==> src/verilog/rv_macros.svh <==
`ifndef RV_MACROS_SVH
`define RV_MACROS_SVH

// data path and pc width
`define XLEN 32

// instruction word width
`define INST_W 32

// register file address width, x0..x31
`define REG_ADDR_W 5

// sequential pc increment
`define PC_STEP 4

`endif

==> src/verilog/rv_isa_pkg.sv <==
package rv_isa_pkg;

	// major opcodes, inst[6:0]
	localparam logic [6:0] opc_op_imm   = 7'b0010011;
	localparam logic [6:0] opc_op       = 7'b0110011;
	localparam logic [6:0] opc_branch   = 7'b1100011;
	localparam logic [6:0] opc_jal      = 7'b1101111;
	localparam logic [6:0] opc_jalr     = 7'b1100111;
	localparam logic [6:0] opc_lui      = 7'b0110111;
	localparam logic [6:0] opc_auipc    = 7'b0010111;
	localparam logic [6:0] opc_misc_mem = 7'b0001111;

	localparam logic [2:0] f3_add_sub = 3'b000; // also addi
	localparam logic [2:0] f3_sll     = 3'b001;
	localparam logic [2:0] f3_slt     = 3'b010;
	localparam logic [2:0] f3_sltu    = 3'b011;
	localparam logic [2:0] f3_xor     = 3'b100;
	localparam logic [2:0] f3_sr      = 3'b101; // srl/sra by funct7
	localparam logic [2:0] f3_or      = 3'b110;
	localparam logic [2:0] f3_and     = 3'b111;

	localparam logic [2:0] f3_mul    = 3'b000;
	localparam logic [2:0] f3_mulh   = 3'b001;
	localparam logic [2:0] f3_mulhsu = 3'b010;
	localparam logic [2:0] f3_mulhu  = 3'b011;

	localparam logic [2:0] f3_beq  = 3'b000;
	localparam logic [2:0] f3_bne  = 3'b001;
	localparam logic [2:0] f3_blt  = 3'b100;
	localparam logic [2:0] f3_bge  = 3'b101;
	localparam logic [2:0] f3_bltu = 3'b110;
	localparam logic [2:0] f3_bgeu = 3'b111;

	localparam logic [2:0] f3_jalr  = 3'b000;
	localparam logic [2:0] f3_fence = 3'b000;

	localparam logic [6:0] f7_base   = 7'b0000000;
	localparam logic [6:0] f7_alt    = 7'b0100000; // sub, sra
	localparam logic [6:0] f7_muldiv = 7'b0000001;

endpackage

==> src/verilog/rv_exec_pkg.sv <==
`include "rv_macros.svh"

package rv_exec_pkg;

	typedef enum logic [3:0] {
		cls_alu,
		cls_mul,
		cls_branch,
		cls_jal,
		cls_jalr,
		cls_lui,
		cls_auipc,
		cls_pc_only, // fence, pc+4 only
		cls_illegal
	} op_class_e;

	typedef enum logic [4:0] {
		alu_add, alu_sub, alu_sll, alu_slt, alu_sltu,
		alu_xor, alu_srl, alu_sra, alu_or, alu_and,
		alu_mul, alu_mulh, alu_mulhsu, alu_mulhu,
		alu_beq, alu_bne, alu_blt, alu_bge, alu_bltu, alu_bgeu
	} alu_op_e;

	typedef struct packed {
		op_class_e op_class;
		alu_op_e alu_op;
		logic use_imm; // second operand is imm, not rs2
		logic [`XLEN-1:0] imm;
		logic [`REG_ADDR_W-1:0] rd;
		logic [`XLEN-1:0] pc;
		logic [`XLEN-1:0] rs1;
		logic [`XLEN-1:0] rs2;
	} dec_op_t;

endpackage

==> src/verilog/rv_stage_if.sv <==
`timescale 1ns/10ps
`include "rv_macros.svh"

// decode -> execute
interface dec_stage_if;
	logic valid; // one cycle per request
	rv_exec_pkg::dec_op_t op;

	modport source (
		output valid,
		output op
	);

	modport sink (
		input valid,
		input op
	);
endinterface

// execute -> result
interface exe_stage_if;
	logic valid; // one cycle per request
	logic we;
	logic [`REG_ADDR_W-1:0] waddr;
	logic [`XLEN-1:0] wdata;
	logic [`XLEN-1:0] pc_n;
	logic err; // illegal instruction

	modport source (
		output valid,
		output we,
		output waddr,
		output wdata,
		output pc_n,
		output err
	);

	modport sink (
		input valid,
		input we,
		input waddr,
		input wdata,
		input pc_n,
		input err
	);
endinterface

==> src/verilog/rv_decode.sv <==
`timescale 1ns/10ps
`include "rv_macros.svh"

module rv_decode (
	input logic clk_i,
	input logic rst_i,
	input logic req_i,
	input logic [`INST_W-1:0] inst_i,
	input logic [`XLEN-1:0] pc_i,
	input logic [`XLEN-1:0] rs1_data_i,
	input logic [`XLEN-1:0] rs2_data_i,
	dec_stage_if.source dec_o
);

	logic req_q; // req_i at the previous edge
	logic req_rise;
	logic [6:0] opcode;
	logic [2:0] funct3;
	logic [6:0] funct7;
	logic [`XLEN-1:0] imm_i;
	logic [`XLEN-1:0] imm_b;
	logic [`XLEN-1:0] imm_u;
	logic [`XLEN-1:0] imm_j;
	rv_exec_pkg::dec_op_t op_c;

	assign req_rise = req_i & ~req_q;

	assign opcode = inst_i[6:0];
	assign funct3 = inst_i[14:12];
	assign funct7 = inst_i[31:25];

	assign imm_i = {{(`XLEN-12){inst_i[31]}}, inst_i[31:20]};
	assign imm_b = {{(`XLEN-12){inst_i[31]}}, inst_i[7], inst_i[30:25], inst_i[11:8], 1'b0};
	assign imm_u = {inst_i[31:12], 12'h000}; // already in place, no extra shift
	assign imm_j = {{(`XLEN-20){inst_i[31]}}, inst_i[19:12], inst_i[20], inst_i[30:21], 1'b0};

	always_comb begin
		op_c.op_class = rv_exec_pkg::cls_illegal; // anything not matched below
		op_c.alu_op = rv_exec_pkg::alu_add;
		op_c.use_imm = 1'b0;
		op_c.imm = imm_i;
		op_c.rd = inst_i[11:7];
		op_c.pc = pc_i;
		op_c.rs1 = rs1_data_i;
		op_c.rs2 = rs2_data_i;
		case (opcode)
			rv_isa_pkg::opc_op_imm: begin
				op_c.op_class = rv_exec_pkg::cls_alu;
				op_c.use_imm = 1'b1;
				case (funct3)
					rv_isa_pkg::f3_add_sub: op_c.alu_op = rv_exec_pkg::alu_add;
					rv_isa_pkg::f3_slt: op_c.alu_op = rv_exec_pkg::alu_slt;
					rv_isa_pkg::f3_sltu: op_c.alu_op = rv_exec_pkg::alu_sltu;
					rv_isa_pkg::f3_xor: op_c.alu_op = rv_exec_pkg::alu_xor;
					rv_isa_pkg::f3_or: op_c.alu_op = rv_exec_pkg::alu_or;
					rv_isa_pkg::f3_and: op_c.alu_op = rv_exec_pkg::alu_and;
					rv_isa_pkg::f3_sll: begin
						op_c.alu_op = rv_exec_pkg::alu_sll;
						if (funct7 != rv_isa_pkg::f7_base)
							op_c.op_class = rv_exec_pkg::cls_illegal;
					end
					default: begin // srli / srai
						if (funct7 == rv_isa_pkg::f7_base)
							op_c.alu_op = rv_exec_pkg::alu_srl;
						else if (funct7 == rv_isa_pkg::f7_alt)
							op_c.alu_op = rv_exec_pkg::alu_sra;
						else
							op_c.op_class = rv_exec_pkg::cls_illegal;
					end
				endcase
			end
			rv_isa_pkg::opc_op: begin
				case (funct7)
					rv_isa_pkg::f7_base: begin
						op_c.op_class = rv_exec_pkg::cls_alu;
						case (funct3)
							rv_isa_pkg::f3_add_sub: op_c.alu_op = rv_exec_pkg::alu_add;
							rv_isa_pkg::f3_sll: op_c.alu_op = rv_exec_pkg::alu_sll;
							rv_isa_pkg::f3_slt: op_c.alu_op = rv_exec_pkg::alu_slt;
							rv_isa_pkg::f3_sltu: op_c.alu_op = rv_exec_pkg::alu_sltu;
							rv_isa_pkg::f3_xor: op_c.alu_op = rv_exec_pkg::alu_xor;
							rv_isa_pkg::f3_sr: op_c.alu_op = rv_exec_pkg::alu_srl;
							rv_isa_pkg::f3_or: op_c.alu_op = rv_exec_pkg::alu_or;
							default: op_c.alu_op = rv_exec_pkg::alu_and;
						endcase
					end
					rv_isa_pkg::f7_alt: begin
						op_c.op_class = rv_exec_pkg::cls_alu;
						if (funct3 == rv_isa_pkg::f3_add_sub)
							op_c.alu_op = rv_exec_pkg::alu_sub;
						else if (funct3 == rv_isa_pkg::f3_sr)
							op_c.alu_op = rv_exec_pkg::alu_sra;
						else
							op_c.op_class = rv_exec_pkg::cls_illegal;
					end
					rv_isa_pkg::f7_muldiv: begin
						op_c.op_class = rv_exec_pkg::cls_mul;
						case (funct3)
							rv_isa_pkg::f3_mul: op_c.alu_op = rv_exec_pkg::alu_mul;
							rv_isa_pkg::f3_mulh: op_c.alu_op = rv_exec_pkg::alu_mulh;
							rv_isa_pkg::f3_mulhsu: op_c.alu_op = rv_exec_pkg::alu_mulhsu;
							rv_isa_pkg::f3_mulhu: op_c.alu_op = rv_exec_pkg::alu_mulhu;
							default: op_c.op_class = rv_exec_pkg::cls_illegal; // no divider
						endcase
					end
					default: op_c.op_class = rv_exec_pkg::cls_illegal;
				endcase
			end
			rv_isa_pkg::opc_branch: begin
				op_c.op_class = rv_exec_pkg::cls_branch;
				op_c.imm = imm_b;
				case (funct3)
					rv_isa_pkg::f3_beq: op_c.alu_op = rv_exec_pkg::alu_beq;
					rv_isa_pkg::f3_bne: op_c.alu_op = rv_exec_pkg::alu_bne;
					rv_isa_pkg::f3_blt: op_c.alu_op = rv_exec_pkg::alu_blt;
					rv_isa_pkg::f3_bge: op_c.alu_op = rv_exec_pkg::alu_bge;
					rv_isa_pkg::f3_bltu: op_c.alu_op = rv_exec_pkg::alu_bltu;
					rv_isa_pkg::f3_bgeu: op_c.alu_op = rv_exec_pkg::alu_bgeu;
					default: op_c.op_class = rv_exec_pkg::cls_illegal;
				endcase
			end
			rv_isa_pkg::opc_jal: begin
				op_c.op_class = rv_exec_pkg::cls_jal;
				op_c.imm = imm_j;
			end
			rv_isa_pkg::opc_jalr: begin
				if (funct3 == rv_isa_pkg::f3_jalr)
					op_c.op_class = rv_exec_pkg::cls_jalr;
			end
			rv_isa_pkg::opc_lui: begin
				op_c.op_class = rv_exec_pkg::cls_lui;
				op_c.imm = imm_u;
			end
			rv_isa_pkg::opc_auipc: begin
				op_c.op_class = rv_exec_pkg::cls_auipc;
				op_c.imm = imm_u;
			end
			rv_isa_pkg::opc_misc_mem: begin
				if (funct3 == rv_isa_pkg::f3_fence)
					op_c.op_class = rv_exec_pkg::cls_pc_only;
			end
			default: op_c.op_class = rv_exec_pkg::cls_illegal; // includes ecall/ebreak/wfi
		endcase
	end

	always_ff @(posedge clk_i) begin
		if (rst_i) begin
			req_q <= 1'b0;
			dec_o.valid <= 1'b0;
		end else begin
			req_q <= req_i;
			dec_o.valid <= req_rise; // single pulse per request
		end
	end

	always_ff @(posedge clk_i) begin
		if (req_rise)
			dec_o.op <= op_c;
	end

	// a full four-phase cycle takes at least five edges between rises
	a_req_spacing: assert property (@(posedge clk_i) disable iff (rst_i)
		req_rise |=> !req_rise [*4]);

endmodule

==> src/verilog/rv_execute.sv <==
`timescale 1ns/10ps
`include "rv_macros.svh"

module rv_execute (
	input logic clk_i,
	input logic rst_i,
	dec_stage_if.sink dec_i,
	exe_stage_if.source exe_o
);

	rv_exec_pkg::dec_op_t op;
	logic [`XLEN-1:0] opb; // rs2 or immediate
	logic [`XLEN-1:0] add1_in1, add1_in2, add1_res; // result adder
	logic add1_cin;
	logic [`XLEN-1:0] add2_in1, add2_in2, add2_res; // next pc adder
	logic lt_s, lt_u, eq;
	logic [4:0] shamt;
	logic signed [32:0] mul_in1, mul_in2;
	logic signed [65:0] mul_res;
	logic taken;
	logic we_c, err_c;
	logic [`XLEN-1:0] wdata_c, pc_n_c;

	assign op = dec_i.op;
	assign opb = op.use_imm ? op.imm : op.rs2;
	assign add1_res = add1_in1 + add1_in2 + {{(`XLEN-1){1'b0}}, add1_cin};
	assign add2_res = add2_in1 + add2_in2;
	assign lt_s = $signed(op.rs1) < $signed(opb);
	assign lt_u = op.rs1 < opb;
	assign eq = (op.rs1 == opb);
	assign shamt = opb[4:0];
	assign mul_res = mul_in1 * mul_in2;

	always_comb begin
		case (op.alu_op)
			rv_exec_pkg::alu_beq: taken = eq;
			rv_exec_pkg::alu_bne: taken = ~eq;
			rv_exec_pkg::alu_blt: taken = lt_s;
			rv_exec_pkg::alu_bge: taken = ~lt_s;
			rv_exec_pkg::alu_bltu: taken = lt_u;
			rv_exec_pkg::alu_bgeu: taken = ~lt_u;
			default: taken = 1'b0;
		endcase
	end

	// operand steering for the shared adders and the multiplier
	always_comb begin
		add1_in1 = op.rs1;
		add1_in2 = opb;
		add1_cin = 1'b0;
		add2_in1 = op.pc;
		add2_in2 = `PC_STEP;
		mul_in1 = {op.rs1[`XLEN-1], op.rs1};
		mul_in2 = {op.rs2[`XLEN-1], op.rs2};
		case (op.op_class)
			rv_exec_pkg::cls_alu: begin
				if (op.alu_op == rv_exec_pkg::alu_sub) begin
					add1_in2 = ~opb; // two's complement subtract
					add1_cin = 1'b1;
				end
			end
			rv_exec_pkg::cls_mul: begin
				if (op.alu_op == rv_exec_pkg::alu_mulhsu) begin
					mul_in2 = {1'b0, op.rs2};
				end else if (op.alu_op == rv_exec_pkg::alu_mulhu) begin
					mul_in1 = {1'b0, op.rs1};
					mul_in2 = {1'b0, op.rs2};
				end
			end
			rv_exec_pkg::cls_branch: begin
				if (taken)
					add2_in2 = op.imm;
			end
			rv_exec_pkg::cls_jal, rv_exec_pkg::cls_jalr: begin
				add1_in1 = op.pc; // link address
				add1_in2 = `PC_STEP;
				add2_in2 = op.imm;
				if (op.op_class == rv_exec_pkg::cls_jalr)
					add2_in1 = op.rs1;
			end
			rv_exec_pkg::cls_auipc: begin
				add1_in1 = op.pc;
				add1_in2 = op.imm;
			end
			default: ;
		endcase
	end

	always_comb begin
		we_c = 1'b0;
		err_c = 1'b0;
		wdata_c = add1_res;
		pc_n_c = add2_res;
		case (op.op_class)
			rv_exec_pkg::cls_alu: begin
				we_c = 1'b1;
				case (op.alu_op)
					rv_exec_pkg::alu_sll: wdata_c = op.rs1 << shamt;
					rv_exec_pkg::alu_srl: wdata_c = op.rs1 >> shamt;
					rv_exec_pkg::alu_sra: wdata_c = $signed(op.rs1) >>> shamt;
					rv_exec_pkg::alu_slt: wdata_c = {{(`XLEN-1){1'b0}}, lt_s};
					rv_exec_pkg::alu_sltu: wdata_c = {{(`XLEN-1){1'b0}}, lt_u};
					rv_exec_pkg::alu_xor: wdata_c = op.rs1 ^ opb;
					rv_exec_pkg::alu_or: wdata_c = op.rs1 | opb;
					rv_exec_pkg::alu_and: wdata_c = op.rs1 & opb;
					default: wdata_c = add1_res; // add, sub
				endcase
			end
			rv_exec_pkg::cls_mul: begin
				we_c = 1'b1;
				if (op.alu_op == rv_exec_pkg::alu_mul)
					wdata_c = mul_res[31:0];
				else
					wdata_c = mul_res[63:32];
			end
			rv_exec_pkg::cls_jal, rv_exec_pkg::cls_jalr, rv_exec_pkg::cls_auipc: we_c = 1'b1;
			rv_exec_pkg::cls_lui: begin
				we_c = 1'b1;
				wdata_c = op.imm;
			end
			rv_exec_pkg::cls_illegal: begin
				err_c = 1'b1;
				pc_n_c = op.pc; // stay on the faulting instruction
			end
			default: ; // branch, fence
		endcase
	end

	always_ff @(posedge clk_i) begin
		if (rst_i)
			exe_o.valid <= 1'b0;
		else
			exe_o.valid <= dec_i.valid;
	end

	always_ff @(posedge clk_i) begin
		if (dec_i.valid) begin
			exe_o.we <= we_c;
			exe_o.waddr <= op.rd;
			exe_o.wdata <= wdata_c;
			exe_o.pc_n <= pc_n_c;
			exe_o.err <= err_c;
		end
	end

	// decode pulses once per request since there is no back-pressure
	a_dec_pulse: assert property (@(posedge clk_i) disable iff (rst_i)
		dec_i.valid |=> !dec_i.valid);

endmodule

==> src/verilog/rv_result.sv <==
`timescale 1ns/10ps
`include "rv_macros.svh"

module rv_result (
	input logic clk_i,
	input logic rst_i,
	input logic req_i,
	exe_stage_if.sink exe_i,
	output logic ack_o,
	output logic reg_we_o,
	output logic [`REG_ADDR_W-1:0] reg_waddr_o,
	output logic [`XLEN-1:0] reg_wdata_o,
	output logic [`XLEN-1:0] pc_n_o,
	output logic inst_err_o
);

	logic cap_q; // outputs loaded last edge, ack follows

	always_ff @(posedge clk_i) begin
		if (rst_i) begin
			cap_q <= 1'b0;
			ack_o <= 1'b0;
			reg_we_o <= 1'b0;
			inst_err_o <= 1'b0;
		end else begin
			cap_q <= exe_i.valid;
			if (exe_i.valid) begin
				reg_we_o <= exe_i.we;
				inst_err_o <= exe_i.err;
			end
			if (cap_q)
				ack_o <= 1'b1;
			else if (!req_i)
				ack_o <= 1'b0; // four-phase release
		end
	end

	// results hold after ack drops
	always_ff @(posedge clk_i) begin
		if (exe_i.valid) begin
			reg_waddr_o <= exe_i.waddr;
			reg_wdata_o <= exe_i.wdata;
			pc_n_o <= exe_i.pc_n;
		end
	end

	// requester must wait for ack before releasing req
	a_req_hold: assert property (@(posedge clk_i) disable iff (rst_i)
		$fell(req_i) |-> ack_o);

	// only one request in flight
	a_no_overlap: assert property (@(posedge clk_i) disable iff (rst_i)
		exe_i.valid |-> !ack_o);

endmodule

==> src/verilog/rv_idex_top.sv <==
`timescale 1ns/10ps
`include "rv_macros.svh"

module rv_idex_top (
	input logic clk_i,
	input logic rst_i,
	input logic req_i,
	input logic [`INST_W-1:0] inst_i,
	input logic [`XLEN-1:0] pc_i,
	input logic [`XLEN-1:0] rs1_data_i,
	input logic [`XLEN-1:0] rs2_data_i,
	output logic ack_o,
	output logic reg_we_o,
	output logic [`REG_ADDR_W-1:0] reg_waddr_o,
	output logic [`XLEN-1:0] reg_wdata_o,
	output logic [`XLEN-1:0] pc_n_o,
	output logic inst_err_o
);

	dec_stage_if dec_if ();
	exe_stage_if exe_if ();

	rv_decode rv_decode_i (
		.clk_i(clk_i),
		.rst_i(rst_i),
		.req_i(req_i),
		.inst_i(inst_i),
		.pc_i(pc_i),
		.rs1_data_i(rs1_data_i),
		.rs2_data_i(rs2_data_i),
		.dec_o(dec_if.source)
	);

	rv_execute rv_execute_i (
		.clk_i(clk_i),
		.rst_i(rst_i),
		.dec_i(dec_if.sink),
		.exe_o(exe_if.source)
	);

	rv_result rv_result_i (
		.clk_i(clk_i),
		.rst_i(rst_i),
		.req_i(req_i),
		.exe_i(exe_if.sink),
		.ack_o(ack_o),
		.reg_we_o(reg_we_o),
		.reg_waddr_o(reg_waddr_o),
		.reg_wdata_o(reg_wdata_o),
		.pc_n_o(pc_n_o),
		.inst_err_o(inst_err_o)
	);

endmodule

==> config.mk <==
export PLATFORM = sky130hd
export DESIGN_NAME = rv_idex_top
export DESIGN_NICKNAME = d
export VERILOG_FILES = /design/src/verilog/rv_isa_pkg.sv /design/src/verilog/rv_exec_pkg.sv /design/src/verilog/rv_stage_if.sv /design/src/verilog/rv_decode.sv /design/src/verilog/rv_execute.sv /design/src/verilog/rv_result.sv /design/src/verilog/rv_idex_top.sv
export VERILOG_INCLUDE_DIRS = /design/src /design/src/verilog
export SDC_FILE = /design/constraint.sdc
export NUM_CORES = 2
export LEC_CHECK = 0
export ABC_AREA = 1
export BUFFER_PORTS_ARGS = -buffer_cell sky130_fd_sc_hd__buf_2
export CAP_MARGIN = 20
export CELL_PAD_IN_SITES_DETAIL_PLACEMENT = 1
export CELL_PAD_IN_SITES_GLOBAL_PLACEMENT = 1
export CORE_ASPECT_RATIO = 0.7
export CORE_UTILIZATION = 45
export CTS_CLUSTER_DIAMETER = 40
export DETAILED_ROUTE_END_ITERATION = 8
export GPL_TIMING_DRIVEN = 0
export PLACE_DENSITY = 0.87
export SETUP_SLACK_MARGIN = 0.4
export SLEW_MARGIN = 20
export SYNTH_ARGS = -nofsm -noshare
export SYNTH_HDL_FRONTEND = slang
export SYNTH_SLANG_ARGS = --single-unit
==> constraint.sdc <==
create_clock -name clk_i -period 24.3 [get_ports clk_i]
set_input_delay 3.645 -clock clk_i [delete_from_list [all_inputs] [get_ports clk_i]]
set_output_delay 3.645 -clock clk_i [all_outputs]
set_load 0.03 [all_outputs]
=== Word-level counts from Yosys, hierarchy flattened ===
Cells that the tools add are included.

* Flip-flop bits (word level): 290
* Input bits: 131
* Output and inout port bits: 72
* Word-level logic and storage cells: 145

* Add/sub/neg operators: 3
* Multipliers: 1
* $lt $le $gt $ge: 2
* Eq/ne operators: 44
* Shift-type cells: 3
* Multiplexer cells: 49
* Bitwise operators: 9
* Reductions and logical operators: 11

{| class="wikitable"
|+ Operators with widths
! cell !! number
|-
| $mux W32 || 8
|-
| $pmux W32 S8 || 1
|-
| $mux W33 || 6
|-
| $pmux W32 S3 || 2
|-
| $pmux W31 S3 || 1
|-
| $add A32 B32 Y32 || 2
|-
| $lt A32 B32 Y1 || 2
|-
| $mul A33 B33 Y64 || 1
|-
| $pmux W32 S2 || 1
|-
| $mux W4 || 9
|-
| $eq A5 B4 Y1 const B || 7
|-
| $pmux W5 S7 || 1
|-
| $add A32 B1 Y32 || 1
|-
| $and A32 B32 Y32 || 1
|-
| $eq A32 B32 Y1 || 1
|-
| $not A32 Y32 || 1
|-
| $or A32 B32 Y32 || 1
|-
| $pmux W4 S8 || 1
|-
| $shl A32 B5 Y32 || 1
|-
| $shr A32 B5 Y32 || 1
|-
| $sshr A32 B5 Y32 || 1
|-
| $xor A32 B32 Y32 || 1
|-
| $pmux W5 S3 || 2
|-
| $pmux W5 S6 || 1
|-
| 35 further kinds || 68
|}

=== Longest topological paths before layout ===
* Depth after elaboration: 8
* Depth in mapped cells: 40

=== By module ===
From an unflattened synthesis, not the netlist that was laid out.

* Cells, all modules: 7749
* Area, all modules: 61458.9 µm²

{| class="wikitable"
|+ By module, submodules not included
! module !! instances !! cells each !! area each (µm²) !! seq. area each (µm²)
|-
| rv_execute || 1 || 7322 || 54008.0 || 2152.1
|-
| rv_decode || 1 || 338 || 5237.5 || 4334.2
|-
| rv_result || 1 || 89 || 2213.4 || 2152.1
|}

=== Worst setup path before layout ===
OpenSTA, ideal clock, no wires.

* Path type: input-to-reg
* Start point: input req_i
* End point: register rv_decode_i.dec_o.op[0] (netlist name)
* Library setup time: 650 ps
* Arrival: 9681 ps
* Slack: 13968 ps
* Stages on the path: 2
* Path buffers: 0
* Cell sequence: inv_1 -> nor2_1

* Cells in the longest elaborated chain, start to end: 1

{| class="wikitable"
|+ Ends and longest elaborated chain
! element !! line !! RTL
|-
| from (decl) || rv_idex_top.sv:7 || <nowiki>input logic req_i,</nowiki>
|-
| $and A1 B1 Y1 || rv_decode.sv:26 || <nowiki>assign req_rise = req_i & ~req_q;</nowiki>
|-
| via rv_decode_i.req_rise || rv_decode.sv:16 || <nowiki>logic req_rise;</nowiki>
|}

The timed path passes the listed nets, and every way through them passes these cells.
A chain may end at the register's enable or synchronous reset.

=== Final worst setup path ===
* Start point: register rv_decode_i.dec_o.op[63] (netlist name)
* End point: register rv_execute_i.exe_o.wdata[22], data pin

* Cells in the longest elaborated chain, start to end: 6

{| class="wikitable"
|+ Ends and longest elaborated chain
! element !! line !! RTL
|-
| $mux W33 || rv_execute.sv:65 || <nowiki>end else if (op.alu_op == rv_exec_pkg::alu_mulhu) begin</nowiki>
|-
| $mux W33 || rv_execute.sv:63 || <nowiki>if (op.alu_op == rv_exec_pkg::alu_mulhsu) begin</nowiki>
|-
| $mux W33 || rv_execute.sv:55 || <nowiki>case (op.op_class)</nowiki>
|-
| $mul A33 B33 Y64 || rv_execute.sv:32 || <nowiki>assign mul_res = mul_in1 * mul_in2;</nowiki>
|-
| $mux W32 || rv_execute.sv:111 || <nowiki>if (op.alu_op == rv_exec_pkg::alu_mul)</nowiki>
|-
| $pmux W32 S3 (*) || rv_execute.sv:94 || <nowiki>case (op.op_class)</nowiki>
|-
| via rv_execute_i.wdata_c[22] || rv_execute.sv:22 || <nowiki>logic [`XLEN-1:0] wdata_c, pc_n_c;</nowiki>
|-
| to (signal assigned) || rv_execute.sv:140 || <nowiki>exe_o.wdata <= wdata_c;</nowiki>
|-
| to (decl) || rv_stage_if.sv:33 || <nowiki>output wdata,</nowiki>
|}

Mark *: on every way through the listed nets, which the timed path passes. The rest lies on a longest branch.

==> out/metrics.csv <==
stage,metric,value,unit
sta,Final Hold Vio Count,0,
routing,Vias/cell,6.062,
clocking,Max Buffers Root-to-Sink,3,
status,run status,finished clean,
clocking,Post-CTS Setup Bufs,0,
synth,YS warnings,0,
clocking,worst-skew pair later-pin latency,670,ps
place,GP Congestion,1.097,
synth,synthesized area,61620,µm²
clocking,CTS Sinks,290,
critical_path,WP data required,24650,ps
min_path,hold wc startpoint,rv_execute_i.exe_o.wdata[26],
sta,Slew HR,4.425,%
clocking,post-cts resize count,0,
synth,post-synthesis cell type count,55,
layout,Final nets,9675,
die,Initial Util,45.40,%
critical_path,Crit. End Element,register,
clocking,Num CTS Buffers,30,
flow_run,Max-Cap Viols,0,
sta,f_max,84.07,MHz
synth,Mapped Avg Cell Area,7.921,µm²
routing,via count,59920,
clocking,Root Buffer Master,clkbuf_16,
synth,Synth Flop Type,edfxtp_1,
global_routing,GR Overflow Total,0,
critical_path,FF-to-FF setup slack,12400,ps
critical_path,worst r2r path cells,31,
global_routing,Total GRT Usage,47.12,%
min_path,Hold Path Cell Cnt,0,
routing,Post-route DRC,0,
die,Core ar.,135700,µm²
global_routing,largest net degree at the start of global routing,56,
critical_path,Setup CP Type,register to register,
synth,#FFs+latches synth,290,
routing,initial drt markers,8395,
global_routing,global-route wire length before repair,455200,µm
sta,clock skew,41.08,ps
synth,synthesized instance count,7779,
sta,minimum clock period,11900,ps
sta,final period utilization,48.95,%
sta,Least-Margin Pin Slew,1419,ps
critical_path,Worst path slowest cell,fa_1,
min_path,hold crit path type,register to register,
critical_path,crit path max fanout,10,
clocking,CTS tree,yes,
layout,fillers,16760,
critical_path,reg2reg start,rv_decode_i.dec_o.op[63],
clocking,Post-CTS Hold Buffers,0,
clocking,Clock transition at path regs,70,ps
clocking,H-tree levels,1,
layout,fraction of layout cells with a size suffix above 1,6.179,%
die,Die H,311.6,µm
place,# port buffers,202,
min_path,hold endpoint,rv_result_i.reg_wdata_o[26],
place,post-DP HPWL,279200,µm
die,die area,138400,µm²
routing,WL final,327900,µm
sta,Final Max Tran Viols,0,
die,I/O Pins,203,
routing,wire per inst,33.17,µm
die,FP Rows,113,
routing,drt pass-1 iters,6,
die,Die W,444.3,µm
synth,Syn Nets,9417,
synth,"Async S/R FF share, synth",0,%
critical_path,worst r2r dst,rv_execute_i.exe_o.wdata[22],
routing,Routed Antenna Nets,0,
critical_path,WP data arrival,12240,ps
sta,RSZ-0062 raised after global routing,false,
global_routing,initial antenna violation count,43,
global_routing,vias in the first global route,61300,
synth,"EDFF count, synth",283,
synth,sequential area share after synthesis,14.02,%
critical_path,Slowest Stage Delay on Critical Path,990,ps
sta,final setup violation count,0,
layout,Area Growth Syn to Fin,8.228,%
sta,TNS Setup,0,ps
critical_path,Critical Path Start Type,register,
[logic make-up (layout without fill, tap and decap cells)]
family | Yosys count | after routing | share of synthesized area [%]
multiplexers | 9 | 9 | 0.1462
other | 0 | 42 | 0
buffers and inverters | 2334 | 2615 | 14.49
flip-flops | 290 | 290 | 14.02
AO/OA/AOI/OAI | 965 | 965 | 9.091
adder cells (fa/ha/maj) | 1507 | 1507 | 44.34
XOR/XNOR | 70 | 70 | 0.9950
AND/OR/NAND/NOR | 2604 | 2604 | 16.91
[sequential cells by signal (all words and copies together), names as in the netlist, 5 cells and up]
signal and count:
rv_decode_i.dec_o.op 143, rv_result_i.pc_n_o 32, rv_execute_i.exe_o.waddr 5, rv_execute_i.exe_o.pc_n 32
rv_result_i.reg_wdata_o 32, rv_execute_i.exe_o.wdata 32, rv_result_i.reg_waddr_o 5
[worst max-delay path: cells and delay by family (launching register included)]
family,cells,cell delay [ps]
AND/OR/NAND/NOR,5,1000
buffers and inverters,10,2700
AO/OA/AOI/OAI,6,2120
XOR/XNOR,1,200
adder cells (fa/ha/maj),9,4960
flip-flops,1,580
[metrics by stage]
stage | hold slack (ps) | cells | instance area, µm² | setup WS (ps) | utilization, %
after detailed placement | 405.6 | 9783 | 65360 | 12860 | 48.16
after CTS | 419.3 | 9838 | 66490 | 12790 | 48.99
after global placement | 400.9 | 9763 | 64860 | 10590 | 47.78
final | 420.9 | 9884 | 66690 | 12400 | 49.13
after floorplan | 398.8 | 7779 | 61620 | 13970 | -
after global routing | 428.3 | 9857 | 66620 | 12390 | 49.08
[worst max-delay path by stage]
stage	from	slack [ps]	endpoint	cells past startpoint
2_1_floorplan	req_i	13970	rv_decode_i.dec_o.op[0]	2
3_3_place_gp	req_i	10590	rv_decode_i.dec_o.op[19]	3
3_5_place_dp	rv_decode_i.dec_o.op[63]	12860	rv_execute_i.exe_o.wdata[22]	31
4_1_cts	rv_decode_i.dec_o.op[63]	12790	rv_execute_i.exe_o.wdata[22]	31
5_1_grt	rv_decode_i.dec_o.op[63]	12390	rv_execute_i.exe_o.wdata[22]	31
6_report	rv_decode_i.dec_o.op[63]	12400	rv_execute_i.exe_o.wdata[22]	31
[final cells by class]
class | instances | area (µm²) | area share [%]
antenna | 42 | 105.1 | 0.1576
buffer | 394 | 1724 | 2.585
tap | 1782 | 2230 | 3.343
timing repair buffer | 226 | 1490 | 2.235
clock buffer | 35 | 769.5 | 1.154
sequential | 290 | 8646 | 12.96
inverter | 1940 | 7284 | 10.92
multi-input combinational | 5155 | 44080 | 66.11
clock inverter | 20 | 354.1 | 0.5310
[per-layer routing]
layer | share of wire [%] | vias up | wire length, µm | track usage, %
li1 | - | 23920 | - | -
met4 | 5.0 | 50 | 16280 | 19.67
met5 | 0.099 | - | 324 | 0
met3 | 17 | 847 | 55380 | 23.15
met1 | 40 | 30660 | 132200 | 65.98
met2 | 38 | 4446 | 123700 | 60.79
[cells in the final DEF (no fill, tap or decap), types with 44 or more instances in the layout]
master | synthesis | layout
ha_1 | 379 | 379
o211ai_1 | 44 | 44
edfxtp_1 | 283 | 283
inv_1 | 1918 | 1918
o21ai_0 | 373 | 353
buf_1 | 57 | 53
clkbuf_2 | 0 | 63
buf_2 | 44 | 247
a21oi_1 | 215 | 215
o21ai_1 | 100 | 120
nor2_1 | 327 | 326
nand3_1 | 200 | 200
o221ai_1 | 46 | 46
clkbuf_1 | 275 | 221
nand2_1 | 1918 | 1918
fa_1 | 1128 | 1127
[Yosys cell counts (all sizes together) (6+ instances only)]
cell type / count / share of area, %
a211oi: 8 / 0.097
a21boi: 6 / 0.073
a21o: 14 / 0.17
a21oi: 215 / 1.7
a221oi: 24 / 0.34
a31oi: 27 / 0.27
buf: 119 / 1.0
clkbuf: 275 / 1.7
dfxtp: 7 / 0.23
edfxtp: 283 / 14
fa: 1128 / 37
ha: 379 / 7.7
inv: 1937 / 12
mux2i: 9 / 0.15
nand2: 1927 / 12
nand3: 200 / 1.6
nand3b: 12 / 0.15
nand4: 40 / 0.41
nor2: 336 / 2.1
nor3: 40 / 0.34
nor4: 10 / 0.10
o2111ai: 15 / 0.21
o211ai: 45 / 0.56
o21a: 8 / 0.097
o21ai: 495 / 4.2
o21bai: 29 / 0.35
o221ai: 46 / 0.65
o22ai: 26 / 0.26
or2: 33 / 0.34
xnor2: 31 / 0.44
xor2: 39 / 0.55
Power is not shown: default switching activity piles up to over one toggle a cycle in this logic, so the estimate is an artifact.
